### src/source/lz_summary_config.svh
`ifndef LZ_SUMMARY_CONFIG_SVH
`define LZ_SUMMARY_CONFIG_SVH

// lazy candidates per sequence head.
`define LAZY_LEN 4

// job geometry.
`define JOB_LEN 256
`define JOB_LEN_LOG2 8

// match length and forward step, wide enough for ml + ll + head.
`define MATCH_LEN_WIDTH 10

`define SEQ_OFFSET_BITS 16
`define SEQ_OFFSET_BITS_LOG2 5

// summary field widths.
`define SEQ_LL_BITS 10
`define SEQ_ML_BITS 10

`define GAIN_BITS 16

`endif

### src/source/lz_summary_pkg.sv
`default_nettype none

`include "lz_summary_config.svh"

package lz_summary_pkg;

    // position or distance inside a job.
    typedef logic [`JOB_LEN_LOG2-1:0] job_ptr_t;

    typedef logic [`MATCH_LEN_WIDTH-1:0] match_len_t; // also the forward step.

    typedef logic [`SEQ_OFFSET_BITS-1:0] seq_offset_t;

    // bit length of an offset, 0 to 16.
    typedef logic [`SEQ_OFFSET_BITS_LOG2-1:0] offset_cost_t;

    typedef logic signed [`GAIN_BITS-1:0] gain_t;

    // summary fields.
    typedef logic [`SEQ_LL_BITS-1:0] seq_ll_t;
    typedef logic [`SEQ_ML_BITS-1:0] seq_ml_t; // match length or overlap.

endpackage

`default_nettype wire

### src/source/candidate_cost_stage.sv
`timescale 1ns/1ps
`default_nettype none

`include "lz_summary_config.svh"

module candidate_cost_stage (
    input  wire                                             clk,
    input  wire                                             i_rst,
    input  wire                                             i_match_done,
    input  wire lz_summary_pkg::job_ptr_t                   i_match_head_ptr,
    input  wire lz_summary_pkg::job_ptr_t                   i_seq_head_ptr,
    input  wire                                             i_delim,
    input  wire [`LAZY_LEN-1:0]                             i_match_valid,
    input  wire lz_summary_pkg::match_len_t [`LAZY_LEN-1:0] i_match_len,
    input  wire lz_summary_pkg::seq_offset_t [`LAZY_LEN-1:0] i_offset,
    output logic                                            o_done,
    output lz_summary_pkg::job_ptr_t                        o_seq_head_ptr,
    output logic                                            o_delim,
    output logic [`LAZY_LEN-1:0]                            o_match_valid,
    output lz_summary_pkg::job_ptr_t [`LAZY_LEN-1:0]        o_ll,
    output lz_summary_pkg::match_len_t [`LAZY_LEN-1:0]      o_match_len,
    output lz_summary_pkg::seq_offset_t [`LAZY_LEN-1:0]     o_offset,
    output lz_summary_pkg::offset_cost_t [`LAZY_LEN-1:0]    o_offset_cost,
    output lz_summary_pkg::gain_t [`LAZY_LEN-1:0]           o_base_gain
);
    import lz_summary_pkg::*;

    job_ptr_t     [`LAZY_LEN-1:0] ll_c;
    offset_cost_t [`LAZY_LEN-1:0] cost_c;
    gain_t        [`LAZY_LEN-1:0] base_gain_c;

    // leading one search, index of the top set bit plus one.
    function automatic offset_cost_t offset_bit_len(input seq_offset_t offset);
        offset_cost_t len;
        len = '0;
        for (int b = 0; b < `SEQ_OFFSET_BITS; b++) begin
            if (offset[b]) len = offset_cost_t'(b + 1);
        end
        return len;
    endfunction

    always_comb begin
        for (int i = 0; i < `LAZY_LEN; i++) begin
            ll_c[i] = i_match_head_ptr - i_seq_head_ptr + job_ptr_t'(i); // wraps mod job.
            cost_c[i] = offset_bit_len(i_offset[i]);
            // earlier candidates get the larger bonus.
            base_gain_c[i] = gain_t'({i_match_len[i], 2'b00}) + gain_t'(4 * (`LAZY_LEN - i));
        end
    end

    always_ff @(posedge clk) begin
        if (i_rst) o_done <= 1'b0;
        else o_done <= i_match_done;
    end

    always_ff @(posedge clk) begin
        o_seq_head_ptr <= i_seq_head_ptr;
        o_delim        <= i_delim;
        o_match_valid  <= i_match_valid;
        o_ll           <= ll_c;
        o_match_len    <= i_match_len;
        o_offset       <= i_offset;
        o_offset_cost  <= cost_c;
        o_base_gain    <= base_gain_c;
    end

endmodule

`default_nettype wire

### src/source/candidate_gain_stage.sv
`timescale 1ns/1ps
`default_nettype none

`include "lz_summary_config.svh"

module candidate_gain_stage (
    input  wire                                               clk,
    input  wire                                               i_rst,
    input  wire                                               i_done,
    input  wire lz_summary_pkg::job_ptr_t                     i_seq_head_ptr,
    input  wire                                               i_delim,
    input  wire [`LAZY_LEN-1:0]                               i_match_valid,
    input  wire lz_summary_pkg::job_ptr_t [`LAZY_LEN-1:0]     i_ll,
    input  wire lz_summary_pkg::match_len_t [`LAZY_LEN-1:0]   i_match_len,
    input  wire lz_summary_pkg::seq_offset_t [`LAZY_LEN-1:0]  i_offset,
    input  wire lz_summary_pkg::offset_cost_t [`LAZY_LEN-1:0] i_offset_cost,
    input  wire lz_summary_pkg::gain_t [`LAZY_LEN-1:0]        i_base_gain,
    output logic                                              o_done,
    output lz_summary_pkg::job_ptr_t                          o_seq_head_ptr,
    output logic                                              o_delim,
    output logic [`LAZY_LEN-1:0]                              o_match_valid,
    output lz_summary_pkg::job_ptr_t [`LAZY_LEN-1:0]          o_ll,
    output lz_summary_pkg::match_len_t [`LAZY_LEN-1:0]        o_match_len,
    output lz_summary_pkg::seq_offset_t [`LAZY_LEN-1:0]       o_offset,
    output lz_summary_pkg::gain_t [`LAZY_LEN-1:0]             o_gain,
    output lz_summary_pkg::match_len_t [`LAZY_LEN-1:0]        o_move_forward
);
    import lz_summary_pkg::*;

    gain_t      [`LAZY_LEN-1:0] gain_c;
    match_len_t [`LAZY_LEN-1:0] move_forward_c;

    always_comb begin
        for (int i = 0; i < `LAZY_LEN; i++) begin
            gain_c[i] = i_base_gain[i] - gain_t'(i_offset_cost[i]); // offset bits cost.
            move_forward_c[i] = i_match_len[i] + match_len_t'(i_ll[i]);
        end
    end

    always_ff @(posedge clk) begin
        if (i_rst) o_done <= 1'b0;
        else o_done <= i_done;
    end

    always_ff @(posedge clk) begin
        o_seq_head_ptr <= i_seq_head_ptr;
        o_delim        <= i_delim;
        o_match_valid  <= i_match_valid;
        o_ll           <= i_ll;
        o_match_len    <= i_match_len;
        o_offset       <= i_offset;
        o_gain         <= gain_c;
        o_move_forward <= move_forward_c;
    end

endmodule

`default_nettype wire

### src/source/best_match_select.sv
`timescale 1ns/1ps
`default_nettype none

`include "lz_summary_config.svh"

module best_match_select (
    input  wire                                              clk,
    input  wire                                              i_rst,
    input  wire                                              i_done,
    input  wire lz_summary_pkg::job_ptr_t                    i_seq_head_ptr,
    input  wire                                              i_delim,
    input  wire [`LAZY_LEN-1:0]                              i_match_valid,
    input  wire lz_summary_pkg::job_ptr_t [`LAZY_LEN-1:0]    i_ll,
    input  wire lz_summary_pkg::match_len_t [`LAZY_LEN-1:0]  i_match_len,
    input  wire lz_summary_pkg::seq_offset_t [`LAZY_LEN-1:0] i_offset,
    input  wire lz_summary_pkg::gain_t [`LAZY_LEN-1:0]       i_gain,
    input  wire lz_summary_pkg::match_len_t [`LAZY_LEN-1:0]  i_move_forward,
    output logic                                             o_done,
    output lz_summary_pkg::job_ptr_t                         o_seq_head_ptr,
    output logic                                             o_delim,
    output lz_summary_pkg::job_ptr_t                         o_ll,
    output lz_summary_pkg::match_len_t                       o_match_len,
    output lz_summary_pkg::seq_offset_t                      o_offset,
    output lz_summary_pkg::match_len_t                       o_move_forward
);
    import lz_summary_pkg::*;

    logic        best_valid;
    gain_t       best_gain;
    job_ptr_t    best_ll;
    match_len_t  best_ml;
    seq_offset_t best_offset;
    match_len_t  best_mf;

    // strict compare so a tie keeps the lower index.
    always_comb begin
        best_valid  = i_match_valid[0];
        best_gain   = i_gain[0];
        best_ll     = i_ll[0];
        best_ml     = i_match_len[0];
        best_offset = i_offset[0];
        best_mf     = i_move_forward[0];
        for (int i = 1; i < `LAZY_LEN; i++) begin
            if (i_match_valid[i] && (!best_valid || $signed(i_gain[i]) > best_gain)) begin
                best_valid  = 1'b1;
                best_gain   = i_gain[i];
                best_ll     = i_ll[i];
                best_ml     = i_match_len[i];
                best_offset = i_offset[i];
                best_mf     = i_move_forward[i];
            end
        end
    end

    always_ff @(posedge clk) begin
        if (i_rst) o_done <= 1'b0;
        else o_done <= i_done;
    end

    always_ff @(posedge clk) begin
        o_seq_head_ptr <= i_seq_head_ptr;
        o_delim        <= i_delim;
        o_ll           <= best_ll;
        o_match_len    <= best_ml;
        o_offset       <= best_offset;
        o_move_forward <= best_mf;
    end

    // winner fields must come from one candidate.
    a_step_matches_winner: assert property (@(posedge clk) disable iff (i_rst)
        o_done |-> o_move_forward == match_len_t'(o_match_len + match_len_t'(o_ll)));

endmodule

`default_nettype wire

### src/source/job_boundary_stage.sv
`timescale 1ns/1ps
`default_nettype none

`include "lz_summary_config.svh"

module job_boundary_stage (
    input  wire                               clk,
    input  wire                               i_rst,
    input  wire                               i_done,
    input  wire lz_summary_pkg::job_ptr_t     i_seq_head_ptr,
    input  wire                               i_delim,
    input  wire lz_summary_pkg::job_ptr_t     i_ll,
    input  wire lz_summary_pkg::match_len_t   i_match_len,
    input  wire lz_summary_pkg::seq_offset_t  i_offset,
    input  wire lz_summary_pkg::match_len_t   i_move_forward,
    output logic                              o_summary_done,
    output lz_summary_pkg::job_ptr_t          o_seq_head_ptr,
    output lz_summary_pkg::seq_ll_t           o_summary_ll,
    output lz_summary_pkg::seq_ml_t           o_summary_ml,
    output lz_summary_pkg::seq_offset_t       o_summary_offset,
    output logic                              o_summary_delim,
    output logic                              o_summary_eoj,
    output lz_summary_pkg::seq_ml_t           o_summary_overlap_len,
    output logic                              o_move_to_next_job,
    output lz_summary_pkg::job_ptr_t          o_move_forward
);
    import lz_summary_pkg::*;

    // one spare bit so the sign survives ml + ll + head.
    localparam int OVL_W = `MATCH_LEN_WIDTH + 1;

    logic signed [OVL_W-1:0] overlap;
    logic                    crosses_end;

    assign overlap = OVL_W'(i_move_forward) + OVL_W'(i_seq_head_ptr) - OVL_W'(`JOB_LEN);
    assign crosses_end = !overlap[OVL_W-1]; // overlap >= 0.

    always_ff @(posedge clk) begin
        if (i_rst) o_summary_done <= 1'b0;
        else o_summary_done <= i_done;
    end

    // ~~~~~~~~~~~~~~~~~~~~~~~~~~~~~~~~~~~~~~~~~~~~~~~~~~~~~~~~~~~~~~~~~~~~~~
    // end of job handling
    // ~~~~~~~~~~~~~~~~~~~~~~~~~~~~~~~~~~~~~~~~~~~~~~~~~~~~~~~~~~~~~~~~~~~~~~
    always_ff @(posedge clk) begin
        o_seq_head_ptr  <= i_seq_head_ptr;
        o_summary_delim <= i_delim;
        if (crosses_end && i_delim) begin
            // last block, the tail becomes pure literals.
            o_summary_ll          <= seq_ll_t'(`JOB_LEN) - seq_ll_t'(i_seq_head_ptr);
            o_summary_ml          <= '0;
            o_summary_offset      <= '0;
            o_summary_eoj         <= 1'b1;
            o_summary_overlap_len <= '0;
            o_move_to_next_job    <= 1'b1;
            o_move_forward        <= '0;
        end else if (crosses_end) begin
            o_summary_ll          <= seq_ll_t'(i_ll);
            o_summary_ml          <= seq_ml_t'(i_match_len);
            o_summary_offset      <= i_offset;
            o_summary_eoj         <= 1'b1;
            o_summary_overlap_len <= seq_ml_t'(overlap); // spill into next job.
            o_move_to_next_job    <= 1'b1;
            o_move_forward        <= '0;
        end else begin
            o_summary_ll          <= seq_ll_t'(i_ll);
            o_summary_ml          <= seq_ml_t'(i_match_len);
            o_summary_offset      <= i_offset;
            o_summary_eoj         <= 1'b0;
            o_summary_overlap_len <= '0;
            o_move_to_next_job    <= 1'b0;
            o_move_forward        <= job_ptr_t'(i_move_forward);
        end
    end

    a_eoj_no_step: assert property (@(posedge clk) disable iff (i_rst)
        (o_summary_done && o_summary_eoj) |-> o_move_forward == '0);

    a_done_known: assert property (@(posedge clk) disable iff (i_rst)
        !$isunknown(o_summary_done));

endmodule

`default_nettype wire

### src/source/lazy_summary_top.sv
`timescale 1ns/1ps
`default_nettype none

`include "lz_summary_config.svh"

module lazy_summary_top (
    input  wire                                              clk,
    input  wire                                              i_rst,
    input  wire                                              i_match_done,
    input  wire lz_summary_pkg::job_ptr_t                    i_match_head_ptr,
    input  wire lz_summary_pkg::job_ptr_t                    i_seq_head_ptr,
    input  wire                                              i_delim,
    input  wire [`LAZY_LEN-1:0]                              i_match_valid,
    input  wire lz_summary_pkg::match_len_t [`LAZY_LEN-1:0]  i_match_len,
    input  wire lz_summary_pkg::seq_offset_t [`LAZY_LEN-1:0] i_offset,
    output wire                                              o_summary_done,
    output wire lz_summary_pkg::job_ptr_t                    o_seq_head_ptr,
    output wire lz_summary_pkg::seq_ll_t                     o_summary_ll,
    output wire lz_summary_pkg::seq_ml_t                     o_summary_ml,
    output wire lz_summary_pkg::seq_offset_t                 o_summary_offset,
    output wire                                              o_summary_delim,
    output wire                                              o_summary_eoj,
    output wire lz_summary_pkg::seq_ml_t                     o_summary_overlap_len,
    output wire                                              o_move_to_next_job,
    output wire lz_summary_pkg::job_ptr_t                    o_move_forward
);
    import lz_summary_pkg::*;

    // ~~~~~~~~~~~~~~~~~~~~~~~~~~~~~~~~~~~~~~~~~~~~~~~~~~~~~~~~~~~~~~~~~~~~~~
    // stage wires, sN is the output of stage N
    // ~~~~~~~~~~~~~~~~~~~~~~~~~~~~~~~~~~~~~~~~~~~~~~~~~~~~~~~~~~~~~~~~~~~~~~
    wire                                s0_done, s1_done, s2_done;
    wire job_ptr_t                      s0_seq_head_ptr, s1_seq_head_ptr, s2_seq_head_ptr;
    wire                                s0_delim, s1_delim, s2_delim;
    wire [`LAZY_LEN-1:0]                s0_match_valid, s1_match_valid;
    wire job_ptr_t     [`LAZY_LEN-1:0]  s0_ll, s1_ll;
    wire match_len_t   [`LAZY_LEN-1:0]  s0_match_len, s1_match_len;
    wire seq_offset_t  [`LAZY_LEN-1:0]  s0_offset, s1_offset;
    wire offset_cost_t [`LAZY_LEN-1:0]  s0_offset_cost;
    wire gain_t        [`LAZY_LEN-1:0]  s0_base_gain, s1_gain;
    wire match_len_t   [`LAZY_LEN-1:0]  s1_move_forward;
    wire job_ptr_t                      s2_ll;
    wire match_len_t                    s2_match_len, s2_move_forward;
    wire seq_offset_t                   s2_offset;

    candidate_cost_stage cost_stage_i (
        .clk(clk), .i_rst(i_rst),
        .i_match_done(i_match_done), .i_match_head_ptr(i_match_head_ptr),
        .i_seq_head_ptr(i_seq_head_ptr), .i_delim(i_delim),
        .i_match_valid(i_match_valid), .i_match_len(i_match_len), .i_offset(i_offset),
        .o_done(s0_done), .o_seq_head_ptr(s0_seq_head_ptr), .o_delim(s0_delim),
        .o_match_valid(s0_match_valid), .o_ll(s0_ll), .o_match_len(s0_match_len),
        .o_offset(s0_offset), .o_offset_cost(s0_offset_cost), .o_base_gain(s0_base_gain)
    );

    candidate_gain_stage gain_stage_i (
        .clk(clk), .i_rst(i_rst),
        .i_done(s0_done), .i_seq_head_ptr(s0_seq_head_ptr), .i_delim(s0_delim),
        .i_match_valid(s0_match_valid), .i_ll(s0_ll), .i_match_len(s0_match_len),
        .i_offset(s0_offset), .i_offset_cost(s0_offset_cost), .i_base_gain(s0_base_gain),
        .o_done(s1_done), .o_seq_head_ptr(s1_seq_head_ptr), .o_delim(s1_delim),
        .o_match_valid(s1_match_valid), .o_ll(s1_ll), .o_match_len(s1_match_len),
        .o_offset(s1_offset), .o_gain(s1_gain), .o_move_forward(s1_move_forward)
    );

    best_match_select select_stage_i (
        .clk(clk), .i_rst(i_rst),
        .i_done(s1_done), .i_seq_head_ptr(s1_seq_head_ptr), .i_delim(s1_delim),
        .i_match_valid(s1_match_valid), .i_ll(s1_ll), .i_match_len(s1_match_len),
        .i_offset(s1_offset), .i_gain(s1_gain), .i_move_forward(s1_move_forward),
        .o_done(s2_done), .o_seq_head_ptr(s2_seq_head_ptr), .o_delim(s2_delim),
        .o_ll(s2_ll), .o_match_len(s2_match_len), .o_offset(s2_offset),
        .o_move_forward(s2_move_forward)
    );

    job_boundary_stage boundary_stage_i (
        .clk(clk), .i_rst(i_rst),
        .i_done(s2_done), .i_seq_head_ptr(s2_seq_head_ptr), .i_delim(s2_delim),
        .i_ll(s2_ll), .i_match_len(s2_match_len), .i_offset(s2_offset),
        .i_move_forward(s2_move_forward),
        .o_summary_done(o_summary_done), .o_seq_head_ptr(o_seq_head_ptr),
        .o_summary_ll(o_summary_ll), .o_summary_ml(o_summary_ml),
        .o_summary_offset(o_summary_offset), .o_summary_delim(o_summary_delim),
        .o_summary_eoj(o_summary_eoj), .o_summary_overlap_len(o_summary_overlap_len),
        .o_move_to_next_job(o_move_to_next_job), .o_move_forward(o_move_forward)
    );

endmodule

`default_nettype wire

### config.mk
export PLATFORM = sky130hd
export DESIGN_NAME = lazy_summary_top
export DESIGN_NICKNAME = d
export VERILOG_FILES = /design/src/source/lz_summary_pkg.sv /design/src/source/candidate_cost_stage.sv /design/src/source/candidate_gain_stage.sv /design/src/source/best_match_select.sv /design/src/source/job_boundary_stage.sv /design/src/source/lazy_summary_top.sv
export VERILOG_INCLUDE_DIRS = /design/src /design/src/source
export SDC_FILE = /design/constraint.sdc
export NUM_CORES = 1
export LEC_CHECK = 0
export BUFFER_PORTS_ARGS = -buffer_cell sky130_fd_sc_hd__buf_2
export CAP_MARGIN = 20
export CORE_MARGIN = 8
export CORE_UTILIZATION = 50
export CTS_BUF_LIST = sky130_fd_sc_hd__clkbuf_16
export DETAILED_ROUTE_END_ITERATION = 10
export PLACE_DENSITY = 0.67
export SLEW_MARGIN = 10
export SYNTH_ARGS = -nofsm -noshare
export SYNTH_HDL_FRONTEND = slang
export SYNTH_SLANG_ARGS = --single-unit
### constraint.sdc
create_clock -name clk -period 10.4 [get_ports clk]
set_input_delay 1.04 -clock clk [delete_from_list [all_inputs] [get_ports clk]]
set_output_delay 1.04 -clock clk [all_outputs]
set_load 0.02 [all_outputs]
# == Yosys cells after proc, flatten, opt, wreduce, memory -nomap -nowiden ==
# Index checks and enable logic that the tools add are counted.
# word_totals
output_inout_bits,66
register_bits,607
elab_cells,179
inputBits,128
# op_classes
bitwise_logic,1
n_mux,78
n_lt_le_gt_ge,3
n_addsub,19
n_reduce_logical,13
# op_table
op,count
two-way mux 4 bit,32
two-way mux 16 bit,5
subtractor 16 x 6 -> 16 bit,4
two-way mux 10 bit,6
greater-than comparator 16 bit,3
two-way mux 3 bit,16
adder 10 x 8 -> 10 bit,4
two-way mux 8 bit,4
"adder 12 x 4 -> 13 bit, second input constant",2
"adder 8 x 2 -> 8 bit, second input constant",2
two-way mux 2 bit,8
"adder 12 x 3 -> 13 bit, second input constant",1
"adder 12 x 5 -> 13 bit, second input constant",1
adder 10 x 8 -> 11 bit,1
"subtractor 11 x 9 -> 11 bit, second input constant",1
"subtractor 9 x 8 -> 10 bit, first input constant",1
"adder 8 x 1 -> 8 bit, second input constant",1
subtractor 8 bit,1
two-way mux 1 bit,7
logical AND 1 bit,4
zero test 1 bit,4
OR reduction 2 bit,2
logical OR 1 bit,3
NOT 1 bit,1

# == Depth between registers and ports, before layout ==
# Gate-level depths: netlist of the first run.
# depth
ltp_word,15
mapped_depth,31
mapped_depth_nobuf,24

# == Modules after synthesis ==
# Synthesis of the first run repeated with hierarchy kept, for this count alone.
# unflattened
hier_cells,1878
area_unflattened_um2,20584.7
# by_module_without_submodules
mod,cells_each,n_inst,seq_area_each_um2,area_each_um2
candidate_gain_stage,664,1,5084.9,8056.5
candidate_cost_stage,498,1,4184.0,6154.7
best_match_select,509,1,1081.0,4142.7
job_boundary_stage,207,1,1281.2,2230.9

# == Least setup slack after synthesis of the first run ==
# OpenSTA, ideal clock, no wires.
# synth_path
path_type,reg2reg
startpoint,reg gain_stage_i.o_gain[1] (netlist bit)
endpoint,reg select_stage_i.o_ll[0]
setup_ns,0.121
stages_incl_launch_ff,28
path_buffers,5
synth_period_minus_slack_ns,6.189
t_required_ns,10.279
slack_ns,4.211
arrival_time_ns,6.067
cell_sequence,dfxtp_1 inv_1 ha_1 nor2b_1 o211ai_1 a2111oi_2 or4b_1 buf_2 nand3_2 buf_4 mux2i_1 ha_1 a21o_1 a2111oi_0 a31o_2 a21o_1 buf_2 buf_1 nor2_1 a21o_1 ha_1 nand4_1 or3_1 or4_1 a41o_1 buf_6 o21bai_4 mux2_4
# synth_via
elab_chain_len,12
elab_cells_between_ends,18
classes_between,order compare (3); mux (7); reduce/logical (8)
# synth_rtl
element,line_no,source
"start, declared",candidate_gain_stage.sv:25,"output lz_summary_pkg::gain_t [`LAZY_LEN-1:0] o_gain,"
"start signal, assigned",candidate_gain_stage.sv:52,o_gain <= gain_c;
greater-than comparator 16 bit,best_match_select.sv:44,if (i_match_valid[i] && (!best_valid || $signed(i_gain[i]) > best_gain)) begin
logical OR 1 bit,best_match_select.sv:44,
logical AND 1 bit,best_match_select.sv:44,
two-way mux 16 bit or two-way mux 1 bit (tied branches),best_match_select.sv:44,
greater-than comparator 16 bit or zero test 1 bit (tied branches),best_match_select.sv:44,
logical OR 1 bit,best_match_select.sv:44,
logical AND 1 bit,best_match_select.sv:44,
two-way mux 16 bit or two-way mux 1 bit (tied branches),best_match_select.sv:44,
greater-than comparator 16 bit or zero test 1 bit (tied branches),best_match_select.sv:44,
logical OR 1 bit,best_match_select.sv:44,
logical AND 1 bit,best_match_select.sv:44,
two-way mux 8 bit (*),best_match_select.sv:44,
via select_stage_i.best_ll[0],best_match_select.sv:30,job_ptr_t best_ll;
"end signal, assigned",best_match_select.sv:63,o_ll <= best_ll;
"end, declared",best_match_select.sv:21,"output lz_summary_pkg::job_ptr_t o_ll,"
# Mark *: on every way through the listed nets, which the timed path passes. The rest lies on a longest branch.
# A chain may end at the register's enable or synchronous reset.

# == Worst setup path after layout of the first run ==
# layout_path
startpoint,reg gain_stage_i.o_gain[14] (netlist bit)
endpoint,reg select_stage_i.o_ll[0]
# Same word-level chain as after synthesis.

==> results of run 1 <==
per-layer routing:
layer / global-route usage / share of wire
met4: 0.0580 / 0.019
met1: 0.276 / 0.49
met2: 0.295 / 0.44
met3: 0.0372 / 0.059
met5: 0 / 0.0011
cells in the final DEF (no fill, tap or decap), types with 11 or more instances in the layout:
cell       Yosys  final
dfxtp_1      579    579
buf_2         14    192
nor2_1       128    128
ha_1         120    120
inv_1        109    116
nand2_1       83     83
xnor2_1       78     78
clkbuf_16      0     55
a21oi_1       53     53
o31ai_1       50     50
and3_1        49     49
xor2_1        47     47
a221oi_1      47     47
a21o_1        40     39
o21ai_0       36     36
and2_1        36     36
nor3_1        28     28
nor2b_1       26     26
o21bai_1      18     18
nand3_1       18     18
mux2i_1       16     16
nand4_1       15     15
nand2b_1      13     13
clkinv_1       0     11
power groups by stage:
stage	Sequential [µW]	Clock (µW)	Combinational (µW)
floorplan	2830	0	713
global placement	2790	0	1110
detailed placement	2790	0	1130
CTS	2750	2060	1140
global route	2780	2150	1270
finish	2750	2010	1140
final cells by class:
class | instances | area [µm²]
Tap cell | 518 | 648
Sequential cell | 579 | 11600
Timing Repair Buffer | 201 | 1030
Inverter | 109 | 409
Clock inverter | 43 | 459
Multi-Input combinational cell | 1022 | 7380
Clock buffer | 55 | 1380
Fill cell | 3206 | 15800
worst paths after layout:
| kind | endpoint | slack, ns | depth (start not counted) |
|---|---|---|---|
| max | select_stage_i.o_ll[0]$_DFF_P_ | 1.92 | 26 |
| min | select_stage_i.o_seq_head_ptr[5]$_DFF_P_ | 0.31 | 0 |
| min reg2reg | select_stage_i.o_seq_head_ptr[5]$_DFF_P_ | 0.31 | 0 |
| max reg2reg | select_stage_i.o_ll[0]$_DFF_P_ | 1.92 | 26 |
flip-flops by register name, indices dropped and copies added (netlist names), 8 cells and up:
| register | count |
|---|---|
| boundary_stage_i.o_move_forward | 8 |
| boundary_stage_i.o_seq_head_ptr | 8 |
| boundary_stage_i.o_summary_ll | 9 |
| boundary_stage_i.o_summary_ml | 10 |
| boundary_stage_i.o_summary_offset | 16 |
| boundary_stage_i.o_summary_overlap_len | 10 |
| cost_stage_i.o_base_gain | 41 |
| cost_stage_i.o_ll | 30 |
| cost_stage_i.o_match_len | 40 |
| cost_stage_i.o_offset | 64 |
| cost_stage_i.o_offset_cost | 20 |
| cost_stage_i.o_seq_head_ptr | 8 |
| gain_stage_i.o_gain | 64 |
| gain_stage_i.o_ll | 30 |
| gain_stage_i.o_match_len | 40 |
| gain_stage_i.o_move_forward | 40 |
| gain_stage_i.o_offset | 64 |
| gain_stage_i.o_seq_head_ptr | 8 |
| select_stage_i.o_ll | 8 |
| select_stage_i.o_match_len | 10 |
| select_stage_i.o_move_forward | 10 |
| select_stage_i.o_offset | 16 |
| select_stage_i.o_seq_head_ptr | 8 |
kinds of logic after synthesis:
logic type,count (synthesis),synth area share
DFF,579,0.591
and+or+nand+nor,447,0.115
other,1,0.000191
adders and majority gates,126,0.0827
buffers and inverters,155,0.0327
xor gates and xnor gates,125,0.0559
AOI/OAI and AO/OA,296,0.107
muxes,27,0.0147
through the flow:
| step | hold slack [ns] | area, µm² |
|---|---|---|
| 2_1_floorplan | 0.310 | 19600 |
| 3_3_place_gp | 0.311 | 21100 |
| 3_5_place_dp | 0.312 | 21100 |
| 4_1_cts | 0.315 | 22900 |
| 5_1_grt | 0.330 | 22900 |
| 6_report | 0.315 | 22900 |
worst reg2reg max path, delay by kind of cell (launching register included):
kind,cells,cell delay [ns]
buf+inv,5,1.57
fa+ha+maj,3,0.93
mux,2,0.63
simple gates,7,2.05
flops,1,0.33
compound gates,9,2.88
==> impl_results.md, run 1 <==
* Drt wl/cell at 18.0 µm
* Dominant cell type by area after synthesis: dfxtp_1
* Slew @ Worst Pin at between 0.9 and 1 ns
* Max Clock Skew at 0.0215 ns
* IO Count at 194
* Antenna Violating Nets Remaining at 0
* Post-synthesis area per instance at 11.2 µm²
* First-pass detailed-route iteration total at 5
* Max Cap Viol at 0
* PortBufs at 192
* Max H-tree Level at 2
* Post-route minimum period at roughly 8.5 ns
* Min-delay src: gain_stage_i.o_seq_head_ptr[5]$_DFF_P_
* TritonCTS clock tree: built
* Critical Path Most Common Cell: buf_4
* GRT Total Usage at 0.194
* Post-CTS resize count at 0
* Arrival @ worst endpoint at around 9 ns
* Period utilisation layout at 0.816
* Pin count of the biggest net entering global routing at 56
* Largest cells by area after synthesis: dfxtp_1 59%, ha_1 7.7%, xnor2_1 3.5%, nor2_1 2.5%, a221oi_1 2.1%
* Initial DRC count at 780
* Gate power share at 0.194
* Die outline width at 214 µm
* CP Launch Point: gain_stage_i.o_gain[14]$_DFF_P_
* RSZ-0062 raised after global routing: no
* Detail Placement HPWL at around 34,000 µm
* Vias in the first global route at around 13k
* EDFF count, synth at 0
* Int Power at 4270 µW
* Top cells by count, synth: 579 x dfxtp_1, 128 x nor2_1, 120 x ha_1
* Leakage power at 0.0104 µW
* Antenna violations before repair at 4
* Layout cell share with drive strength beyond 1 at 0.153
* CTS clk-pin slew, worst paths at 0.06 ns
* Final wirelength at 45,400 µm
* Mapped cell area at 19,600 µm²
* Sw Ratio at 0.277
* Worst endpoint required time at ~11 ns
* Final layout net count at ~2.2k
* Clock latency on the worst-skew pair at between 0.5 and 0.6 ns
* Slew HR at 0.341
* CTS Hold Bufs at 0
* Slowest-stage cell, CP: a21o_2
* Crit-path max FO at between 50 and 60
* CP max stage delay at 0.60 ns
* Total Power at slightly below 6000 µW
* Clock sinks at 579
* Syn_nets at ~2.0k
* CP delay by family, top: compound AO/OA/AOI/OAI gates
* CP endpoint kind: flip-flop
* WS Path Type: flip-flop to flip-flop
* Antenna diode count at 0
* Sequential share of power at 0.465
* Congestion Overflow GR at 0
* Startpoint types: flip-flop
* Yosys Warn Count at 0
* Initial core utilization at 0.507
* Max rail drop VDD at 0.139 mV
* Power Density at 258 nW/µm²
* Register bit total from synthesis at 579
* Root Buffer: clkbuf_16
* Final setup margin at 1.92 ns
* CP Buf/Inv Count at 5
* Share of the synthesized area in the top cell type at 0.591
* Max Root-Sink Buffers at 3
* Vias at 12.9k
* Post-Place Cells at about 2.4k
* Post-synthesis cell type count at 64
* Seq/Total Area, Yosys at 0.591
* Post-place setup slack at 2.03 ns
* Worst r2r src: gain_stage_i.o_gain[14]$_DFF_P_
* Hold Violations, Final at 0
* Row Count at 72
* Vias per cell at about 5
* DR DRC count at 0
* Status: finished, final reports clean
* Area delta synth->final at 16.8%
* Net switching power figure at 1630 µW
* Die height at 214 µm
* Core area at slightly below 40,000 µm²
* Count leader, synth: dfxtp_1
* Clock power share at 0.341
* Layout Cells excl Fill at about 2.5k
* Hold crit path type: flip-flop to flip-flop
* Final design utilization at 0.592
* Post-CTS setup buffer count at 0
* Predominant post-synthesis flop cell: dfxtp_1
* Ys async rst share at 0
* Setup violations, final at 0
* Placer congestion estimate at 0.914
* Max Fclk at 118 MHz
* Global-route wire length before repair at 71,200 µm
* TritonCTS Buffers at 55
* Die area at 45,800 µm²
* Final setup TNS at 0 ns
* Max-slew violations at 0
* Mapped Cells at 1,756
No activity file was read; power rests on OpenSTA's default activity.
==> inputs of run 2 (changes only) <==
clock period = 8.3 ns   (was 10.4 ns; I/O delays follow)
==> run 2 against run 1 <==
Net effect:
- sequential share of layout area barely moved
- clock skew rose by 0.0023 ns
- routed wire length fell by 1.5%
- largest cell class unchanged
- sequential power rose by 25%
- first-iteration DRC count rose by 13%
- hold slack got worse by 0.0043 ns
- final cell count rose by 0.24%
- die area did not move
- combinational power rose by 25%
- clock power rose by 23%
- final area barely moved
- worst setup slack got worse by 1.1 ns
==> impl_results.md, run 2 (same netlist as run 1, synthesis figures left out) <==
* Status: finished, final reports clean
* Antenna Violating Nets Remaining at 0 (unchanged)
* Worst path cell trace: inv_1, ha_1, nor2b_1, o211ai_1, a2111oi_2, or4b_1, nand3_2, buf_4, mux2i_1, ha_1, a21o_1, a2111oi_0, a31o_2, a21o_2, nor2_1, a21o_1, ha_1, nand4_1, or3_1, or4_1, a41o_2, buf_4, o31ai_1
* Commonest non-fill, non-tap cell in the layout: dfxtp_1
* Crit-path max FO at 56 (+1.8%)
* Max Clock Skew at 0.0238 ns (+0.00230 ns)
* Slowest-stage cell, CP: a41o_2
* WS Path Type: flip-flop to flip-flop
* Vias per cell at 5.08 (-0.59%)
* Worst endpoint required time at 8.79 ns (-2.10 ns)
* Die area at 45,800 µm² (unchanged)
* CP max stage delay at 0.62 ns (+0.02 ns)
* CTS Hold Bufs at 0 (unchanged)
* GRT Total Usage at 0.190 (-0.00443)
* Pin count of the biggest net entering global routing at 57 (+1.8%)
* Max Cap Viol at 0 (unchanged)
* Critical Path Most Common Cell: ha_1
* Area delta synth->final at 16.8% (about the same)
* Root Buffer: clkbuf_16
* Final layout net count at 2,224 (+0.090%)
* Drt wl/cell at 17.7 µm (-1.7%)
* Most frequent cells in the layout: 579 x dfxtp_1, 192 x buf_2, 128 x nor2_1, 120 x ha_1, 118 x inv_1
* Max Fclk at 134 MHz (+14%)
* WHS Path Cells at 0 (unchanged)
* Clock sinks at 579 (unchanged)
* Post-CTS resize count at 0 (unchanged)
* Hold crit path type: flip-flop to flip-flop
* Final setup TNS at 0 ns (unchanged)
* Placement Cell Area at 21,100 µm² (about the same)
* Vias in the first global route at 12.9k (-0.97%)
* Power Density at 321 nW/µm² (+24%)
* Detail Placement HPWL at 34,000 µm (-1.4%)
* Initial DRC count at 883 (+13%)
* Antenna violations before repair at 5 (+1)
* Layout cell share with drive strength beyond 1 at 0.154 (+0.000689)
* Max-slew violations at 0 (unchanged)
* Hold_ws at 0.311 ns (-0.00428 ns)
* Max rail drop VDD at 0.166 mV (+20%)
* Post-route minimum period at 7.46 ns (-1.03 ns)
* CP Buf/Inv Count at 3 (-2)
* Placer congestion estimate at 0.885 (-3.2%)
* IO Count at 194 (unchanged)
* Vias at 12.9k (-0.36%)
* TritonCTS clock tree: built
* RSZ-0062 raised after global routing: no
* First-pass detailed-route iteration total at 5 (unchanged)
* Hold Violations, Final at 0 (unchanged)
* Post-Place Cells at 2,430 (+0.041%)
* TritonCTS Buffers at 56 (+1.8%)
* WHS Endpoint: select_stage_i.o_seq_head_ptr[5]$_DFF_P_
* Arrival @ worst endpoint at 7.95 ns (-1.02 ns)
* Slew @ Worst Pin at 0.962 ns (-0.0188 ns)
* Row Count at 72 (unchanged)
* Min-delay src: gain_stage_i.o_seq_head_ptr[5]$_DFF_P_
* R2R Setup Slk at 0.84 ns (-1.07 ns)
* CTS clk-pin slew, worst paths at 0.06 ns (about the same)
* Initial core utilization at 0.507 (unchanged)
* Worst r2r dst: select_stage_i.o_offset[4]$_DFF_P_
* CP endpoint kind: flip-flop
* Global-route wire length before repair at 69,600 µm (-2.2%)
* Die outline width at 214 µm (unchanged)
* Period utilisation layout at 0.898 (+0.0826)
* PortBufs at 192 (unchanged)
* Core area at 38,600 µm² (unchanged)
* Setup violations, final at 0 (unchanged)
* Largest regs: cost_stage_i.o_offset (64), gain_stage_i.o_gain (64), gain_stage_i.o_offset (64)
* Leakage power at 0.0104 µW (about the same)
* Startpoint types: flip-flop
* Layout Cells excl Fill at 2,533 (+0.24%)
* Max H-tree Level at 2 (unchanged)
* Congestion Overflow GR at 0 (unchanged)
* Reg2Reg Depth at 23 (-12%)
* Total Power at 7350 µW (+24%)
* Worst r2r src: gain_stage_i.o_gain[1]$_DFF_P_
* CP delay by family, top: compound AO/OA/AOI/OAI gates
* Design area at 22,900 µm² (about the same)
* Final wirelength at 44,800 µm (-1.5%)
* Post-CTS setup buffer count at 0 (unchanged)
* Die height at 214 µm (unchanged)
* DR DRC count at 0 (unchanged)
* Max Root-Sink Buffers at 3 (unchanged)
* Slew HR at 0.359 (+0.0172)
* Clock latency on the worst-skew pair at 0.60 ns (about the same)
run 2: cell count changes in the layout (fill, tap and decap cells not counted), sizes merged:
cell	previous run	this run
buf	201	202
bufinv	10	7
clkbuf	55	56
clkinv	23	24
clkinvlp	2	4
diode	0	2
inv	117	119
run 2: cell type report:
type	count	area [µm²]
fill	3184	15800
sequential	579	11600
multi-input combinational	1022	7380
clock buffer	56	1400
timing repair buffer	202	1040
tap	518	648
clock inverter	45	412
inverter	109	409
antenna	2	5.00
run 2: metrics by stage:
step | setup WS (ns) | utilization
finish | 0.843 | 0.592
global route | 0.329 | 0.592
CTS | 0.873 | 0.592
detailed placement | 0.912 | 0.545
global placement | 1.15 | 0.545
floorplan | 2.11 | -
run 2: worst reg2reg max path: stages (launching register included):
cell	delay, ns
dfxtp_1	0.34
inv_1	0.05
ha_1	0.30
nor2b_1	0.13
o211ai_1	0.21
a2111oi_2	0.12
or4b_1	0.55
nand3_2	0.11
buf_4	0.56
mux2i_1	0.33
ha_1	0.28
a21o_1	0.16
a2111oi_0	0.51
a31o_2	0.27
a21o_2	0.50
nor2_1	0.08
a21o_1	0.18
ha_1	0.33
nand4_1	0.13
or3_1	0.34
or4_1	0.52
a41o_2	0.62
buf_4	0.41
o31ai_1	0.29
run 2: power by group:
part / total (µW) / leakage (µW) / switching [µW] / internal, µW
sequential: 3440 / 0.00487 / 193 / 3250
combinational: 1430 / 0.00462 / 839 / 592
clock: 2470 / 0.000914 / 1030 / 1440
total: 7350 / 0.0104 / 2060 / 5290
run 2: how the worst max path moves through the flow:
stage,start,endpoint,cells past startpoint
after floorplan,gain_stage_i.o_gain[1]$_DFF_P_,select_stage_i.o_ll[0]$_DFF_P_,27
after global placement,gain_stage_i.o_gain[1]$_DFF_P_,select_stage_i.o_ll[0]$_DFF_P_,24
after detailed placement,gain_stage_i.o_gain[1]$_DFF_P_,select_stage_i.o_offset[4]$_DFF_P_,24
after CTS,gain_stage_i.o_gain[1]$_DFF_P_,select_stage_i.o_offset[4]$_DFF_P_,24
after global routing,gain_stage_i.o_gain[1]$_DFF_P_,select_stage_i.o_offset[12]$_DFF_P_,24
final,gain_stage_i.o_gain[1]$_DFF_P_,select_stage_i.o_offset[4]$_DFF_P_,23
run 2: metal layers:
layer  GRT usage  wire length [µm]  vias up
li1            -                 -     6490
met2       0.293             19400      288
met5           0                51        -
met1       0.265             22100     6017
met3      0.0440              2430       69
met4      0.0465               820        8
